--- src/fir_pkg.sv ---
/* FIR filter package
   Widths, tap count, pipeline latency, configuration opcodes and shared types */
package fir_pkg;

    // ************************************************************************
    // Widths and sizes
    // ************************************************************************

    localparam int DATA_WIDTH  = 16;  // Sample width
    localparam int COEF_WIDTH  = 18;  // Coefficient width
    localparam int TAP_NUM     = 8;   // Power of two for an even adder tree

    localparam int PROD_WIDTH  = DATA_WIDTH + COEF_WIDTH;
    localparam int ACC_WIDTH   = PROD_WIDTH + $clog2(TAP_NUM);  // Growth over tree levels

    localparam int SHIFT_WIDTH = 6;
    localparam int ADDR_WIDTH  = $clog2(TAP_NUM);

    // Delay line, multiply, tree levels and scaler
    localparam int LATENCY     = 1 + 1 + $clog2(TAP_NUM) + 1;

    // ************************************************************************
    // Data types
    // ************************************************************************

    typedef logic signed [DATA_WIDTH-1:0] sample_t;
    typedef logic signed [COEF_WIDTH-1:0] coef_t;
    typedef logic signed [ACC_WIDTH-1:0]  acc_t;

    typedef coef_t [TAP_NUM-1:0] coef_bank_t;  // Tap 0 in the low slot

    // ************************************************************************
    // Configuration interface
    // ************************************************************************

    typedef enum logic [1:0] {
        CFG_NOP         = 2'b00,
        CFG_WRITE_COEF  = 2'b01,
        CFG_WRITE_SHIFT = 2'b10,
        CFG_FLUSH       = 2'b11
    } cfg_op_e;

    typedef struct packed {
        cfg_op_e                op;
        logic [ADDR_WIDTH-1:0]  addr;  // Tap index for coefficient writes
        coef_t                  data;  // Low bits carry the shift amount
    } cfg_req_t;

endpackage

--- src/fir_coef_regs.sv ---
/* FIR configuration registers
   Holds the coefficient bank and output shift, and issues flush pulses */
module fir_coef_regs (
    input  logic                               clk_i,
    input  logic                               rstn_i,
    input  logic                               cfg_we_i,
    input  fir_pkg::cfg_req_t                  cfg_i,
    output fir_pkg::coef_bank_t                coef_bank_o,
    output logic [fir_pkg::SHIFT_WIDTH-1:0]    shift_o,
    output logic                               flush_o
);

    fir_pkg::coef_bank_t                coef_q;
    logic [fir_pkg::SHIFT_WIDTH-1:0]    shift_q;
    logic                               flush_q;

    // ************************************************************************
    // Request decode
    // ************************************************************************

    always_ff @(posedge clk_i) begin
        if (!rstn_i) begin
            coef_q  <= '0;
            shift_q <= '0;
            flush_q <= 1'b0;
        end else begin
            flush_q <= 1'b0;  // Single cycle pulse
            if (cfg_we_i) begin
                case (cfg_i.op)
                    fir_pkg::CFG_WRITE_COEF: begin
                        coef_q[cfg_i.addr] <= cfg_i.data;
                    end
                    fir_pkg::CFG_WRITE_SHIFT: begin
                        shift_q <= cfg_i.data[fir_pkg::SHIFT_WIDTH-1:0];
                    end
                    fir_pkg::CFG_FLUSH: begin
                        flush_q <= 1'b1;
                    end
                    default: begin
                        // CFG_NOP leaves state untouched
                    end
                endcase
            end
        end
    end

    // ************************************************************************
    // Outputs
    // ************************************************************************

    assign coef_bank_o = coef_q;
    assign shift_o     = shift_q;
    assign flush_o     = flush_q;

endmodule

--- config.mk ---
export PLATFORM = sky130hd
export DESIGN_NAME = fir_coef_regs
export DESIGN_NICKNAME = d
export VERILOG_FILES = /design/src/fir_pkg.sv /design/src/fir_coef_regs.sv
export SDC_FILE = /design/constraint.sdc
export NUM_CORES = 1
export LEC_CHECK = 0
export BUFFER_PORTS_ARGS = -buffer_cell sky130_fd_sc_hd__buf_4
export CORE_MARGIN = 2
export CORE_UTILIZATION = 54
export DETAILED_ROUTE_END_ITERATION = 10
export GPL_TIMING_DRIVEN = 0
export PLACE_DENSITY = 0.84
export SYNTH_ARGS = -nofsm -noshare
export SYNTH_HDL_FRONTEND = slang
export SYNTH_SLANG_ARGS = --single-unit
export TNS_END_PERCENT = 30
--- constraint.sdc ---
create_clock -name clk_i -period 3.2 [get_ports clk_i]
set_input_delay 0.32 -clock clk_i [delete_from_list [all_inputs] [get_ports clk_i]]
set_output_delay 0.32 -clock clk_i [all_outputs]
set_load 0.01 [all_outputs]
======== Yosys cells after proc, flatten, opt, wreduce, memory -nomap -nowiden ========
Cells that the tools add are included.
word-level totals
  flip-flop bits (word level) ............. 151
  output and inout port bits .............. 151
  word-level logic and storage cells ...... 23
  input port bits ......................... 26
cells by class
  reductions and logical operators ........ 4
  order comparisons ....................... 2
  eq/ne operators ......................... 3
  muxes and demuxes ....................... 4
operators by type and width
  operator              number
  $bwmux W144           1
  $demux W18 S3         1
  $mux W18              1
  $reduce_and A2 Y1     3
  $eq A2 B2 Y1 const B  2
  $lt A3 B4 Y1 const B  1
  $ge A3 B1 Y1 const B  1
  $eq A2 B1 Y1 const B  1
  $logic_and A1 B1 Y1   1
  $mux W1               1

======== Depth between registers and ports, before layout ========
  depth in word-level cells ............... 5
  gate-level depth with buffers ........... 6
  mapped depth without buffers ............ 3

======== Worst setup path after synthesis ========
OpenSTA, ideal clock, no wires.
  path type ............................... input to register
  start point ............................. input port cfg_i[22] (netlist bit)
  end point ............................... register coef_q (netlist bit coef_bank_o[8])
  buffers on the path ..................... 3
  stages on the path ...................... 6
  data arrival time ....................... 1755 ps
  path slack .............................. 1319 ps
  setup time .............................. 126 ps
  required time ........................... 3074 ps
  cell sequence ........................... or3b_1 > clkbuf_1 > or4b_1 > buf_4 > buf_6 > mux2i_1
between the ends
  cells in the longest elaborated chain, start to end .. 2
ends and longest elaborated chain
  what                           line                 RTL
  start, declared                fir_coef_regs.sv:7   input fir_pkg::cfg_req_t cfg_i,
  $eq A2 B1 Y1                   fir_coef_regs.sv:29  case (cfg_i.op)
  $reduce_and A2 Y1 (no line)    --
  end signal, assigned by index  fir_coef_regs.sv:31  coef_q[cfg_i.addr] <= cfg_i.data;
  end, declared                  fir_coef_regs.sv:13  fir_pkg::coef_bank_t coef_q;
Every way passes these cells.
A chain may end at the register's enable or synchronous reset.

======== Worst setup path after layout ========
  start point ............................. input port cfg_i[22] (netlist bit)
  end point ............................... register coef_q (netlist bit coef_bank_o[99])
The elaborated chain is that of the path after synthesis.

==> impl_metrics.toml <==
[status]
status = "complete, no violations"

[die]
die_area_mm2 = 0.0108
initial_core_util_pct = 55.6
rows = 36
die-height_um = 104
pin_count = 177
dieWidth_um = 104
core_mm2 = 0.00973

[clock_network]
clockRootBuffer = "clkbuf_8"
h-tree-depth = 4
ctsLongestPathBuffers = 2
cts_setup_buffers = 0
cts-resized-gates = 0
clock_latency_ns = 0.51
cts_buffers = 17
clk_pin_slew_worst_paths_ns = 0.06
numClockSinks = 151
cts_hold_buf = 0
cts_tree = "yes"

[worst_setup_path]
critPathMaxFanout = 10
end_kind = "flip-flop"
r2r_start = "coef_bank_o[46]$_SDFFE_PN0P_"
start_kind = "primary input"
crit_type = "primary input to flip-flop"
worstPathArrival_ns = 2.23
crit_start = "cfg_i[22]"
required_ns = 3.64

[synth]
synth-seq-cells = 151
ys_warn_count = 0
synth_area_per_cell_um2 = 10.5
netlist_area_mm2 = 0.00541
synth.area.top_cells = "dfxtp_1 56%, mux2i_1 28%, nand2_1 11%"
synth_nets = 542
synthCells = 516
seq_area_frac_synth_pct = 55.9
synth_top_cell_by_area = "dfxtp_1"
yosysUniqueCellTypes = 18
synth_top_area_share_pct = 55.9

[timing]
rsz0062_at_grt = "no"
finalSetupTns_ns = 0
hold_slack_ns = 0.0746
period_needed_ns = 1.79
finalSetupViolations = 0
worst_pin_slew_ns = 1.07
finClkSkew_ns = 0
finalCritPeriodShare_pct = 56.0
hold_violations = 0
relSlewSlack_pct = 28.2
slew_viol_final = 0
clock.fmax_ghz = 0.558
worst_slack_ns = 1.41

[global_routing]
grt-busiest-layer = "met2"
antenna_found_initial = 0
overflow = 0
grt_max_degree = 17
first_global_vias = 4478
track_usage_pct = 28.6
grt_pass1_wl_um = 23800
grtUsageMet2_pct = 49.2
use_met3_pct = 10.2
grt_util_met1_pct = 32.4

[routing]
drt-initial-drc-count = 211
vias = 4503
ant_nets = 0
drtPass1Iterations = 5
drc = 0
wl_per_cell_um = 18.4
wirelength_um = 15700
vias_per_cell = 5.26

[worst_hold_path]
hold_class = "primary input to flip-flop"
min_from = "cfg_i[2]"

[finish]
diodes = 0
nets = 736
final_common_cell = "buf_4"
stdcell_area_mm2 = 0.00755
final_cell_mix = "176 x buf_4, 163 x nand2_1, 151 x dfxtp_1, 150 x mux2i_1, 19 x clkbuf_1"
area_delta_synth_final_pct = 39.5
layout-drive-gt1-share_pct = 30.6

[place]
gp_congestion = 0.842
dpl_cell_area_mm2 = 0.00689
io_buffer_count = 175
dp.final_hpwl_um = 10900
place_ws_ns = 0.922

[power_and_ir_drop]
power_w = 0.00429
leakagePower_nw = 3.35
vdd_drop_max_mv = 0.345
power_density_mw_per_mm2 = 568

[job]
cap_violations = 0
path summary, 6_finish.rpt:
kind / slack, ns / depth (start not counted) / end
worst max-delay path: 1.41 / 5 / coef_bank_o[99]$_SDFFE_PN0P_
worst min-delay path: 0.07 / 3 / shift_o[2]$_SDFFE_PN0P_
worst max register to register: 2.49 / 2 / coef_bank_o[46]$_SDFFE_PN0P_
worst min register to register: 0.46 / 2 / coef_bank_o[37]$_SDFFE_PN0P_
where the power goes:
group	internal [W]	leakage, nW	switching [W]
clock network	0.00140	0.316	0.000789
registers	0.00190	1.22	0.00000934
logic	0.0000680	1.82	0.000125
stage by stage:
stage	utilization (%)	instances
6_report	77.6	856
3_3_place_gp	70.8	824
4_1_cts	77.6	856
5_1_grt	77.6	856
2_1_floorplan	-	516
3_5_place_dp	70.8	824
cell type report:
type / count / area [um2]
clock buffers: 19 / 442
flip-flops and latches: 151 / 3020
well taps: 133 / 166
multi-input cells: 333 / 2250
fillers: 655 / 2180
plain buffers: 32 / 143
repair buffers: 175 / 1310
clock inverters: 13 / 218
sequential cells by signal, summed over array words and instances, names as in the netlist:
register / flops
flush_o: 1
coef_bank_o: 144
shift_o: 6
metal layers:
metal	wire, um	share of wire, %
met5	0	0
met4	390	2.5
met3	1370	8.7
met2	7740	49
met1	6220	40
cell usage after synthesis, drive strengths merged:
cell type,number
nand3b,3
and4,1
nor2b,6
buf,13
nor2,4
nand3,1
or3b,1
dfxtp,151
nand2,163
clkbuf,19
nor3,2
or4b,2
mux2i,150
kinds of logic (layout without fill, tap and decap cells):
group	count (synthesis)	count (layout)	synth area share, %
multiplexers	150	150	27.7
flip-flops	151	151	55.9
buffers and inverters	32	239	2.64
AND/OR/NAND/NOR	183	183	13.8
critical path: stages:
cell	delay (ns)
buf_4	0.14
nand3b_1	0.22
nor2_1	0.86
buf_2	0.46
mux2i_1	0.23
(Power assumes the default switching activity.)
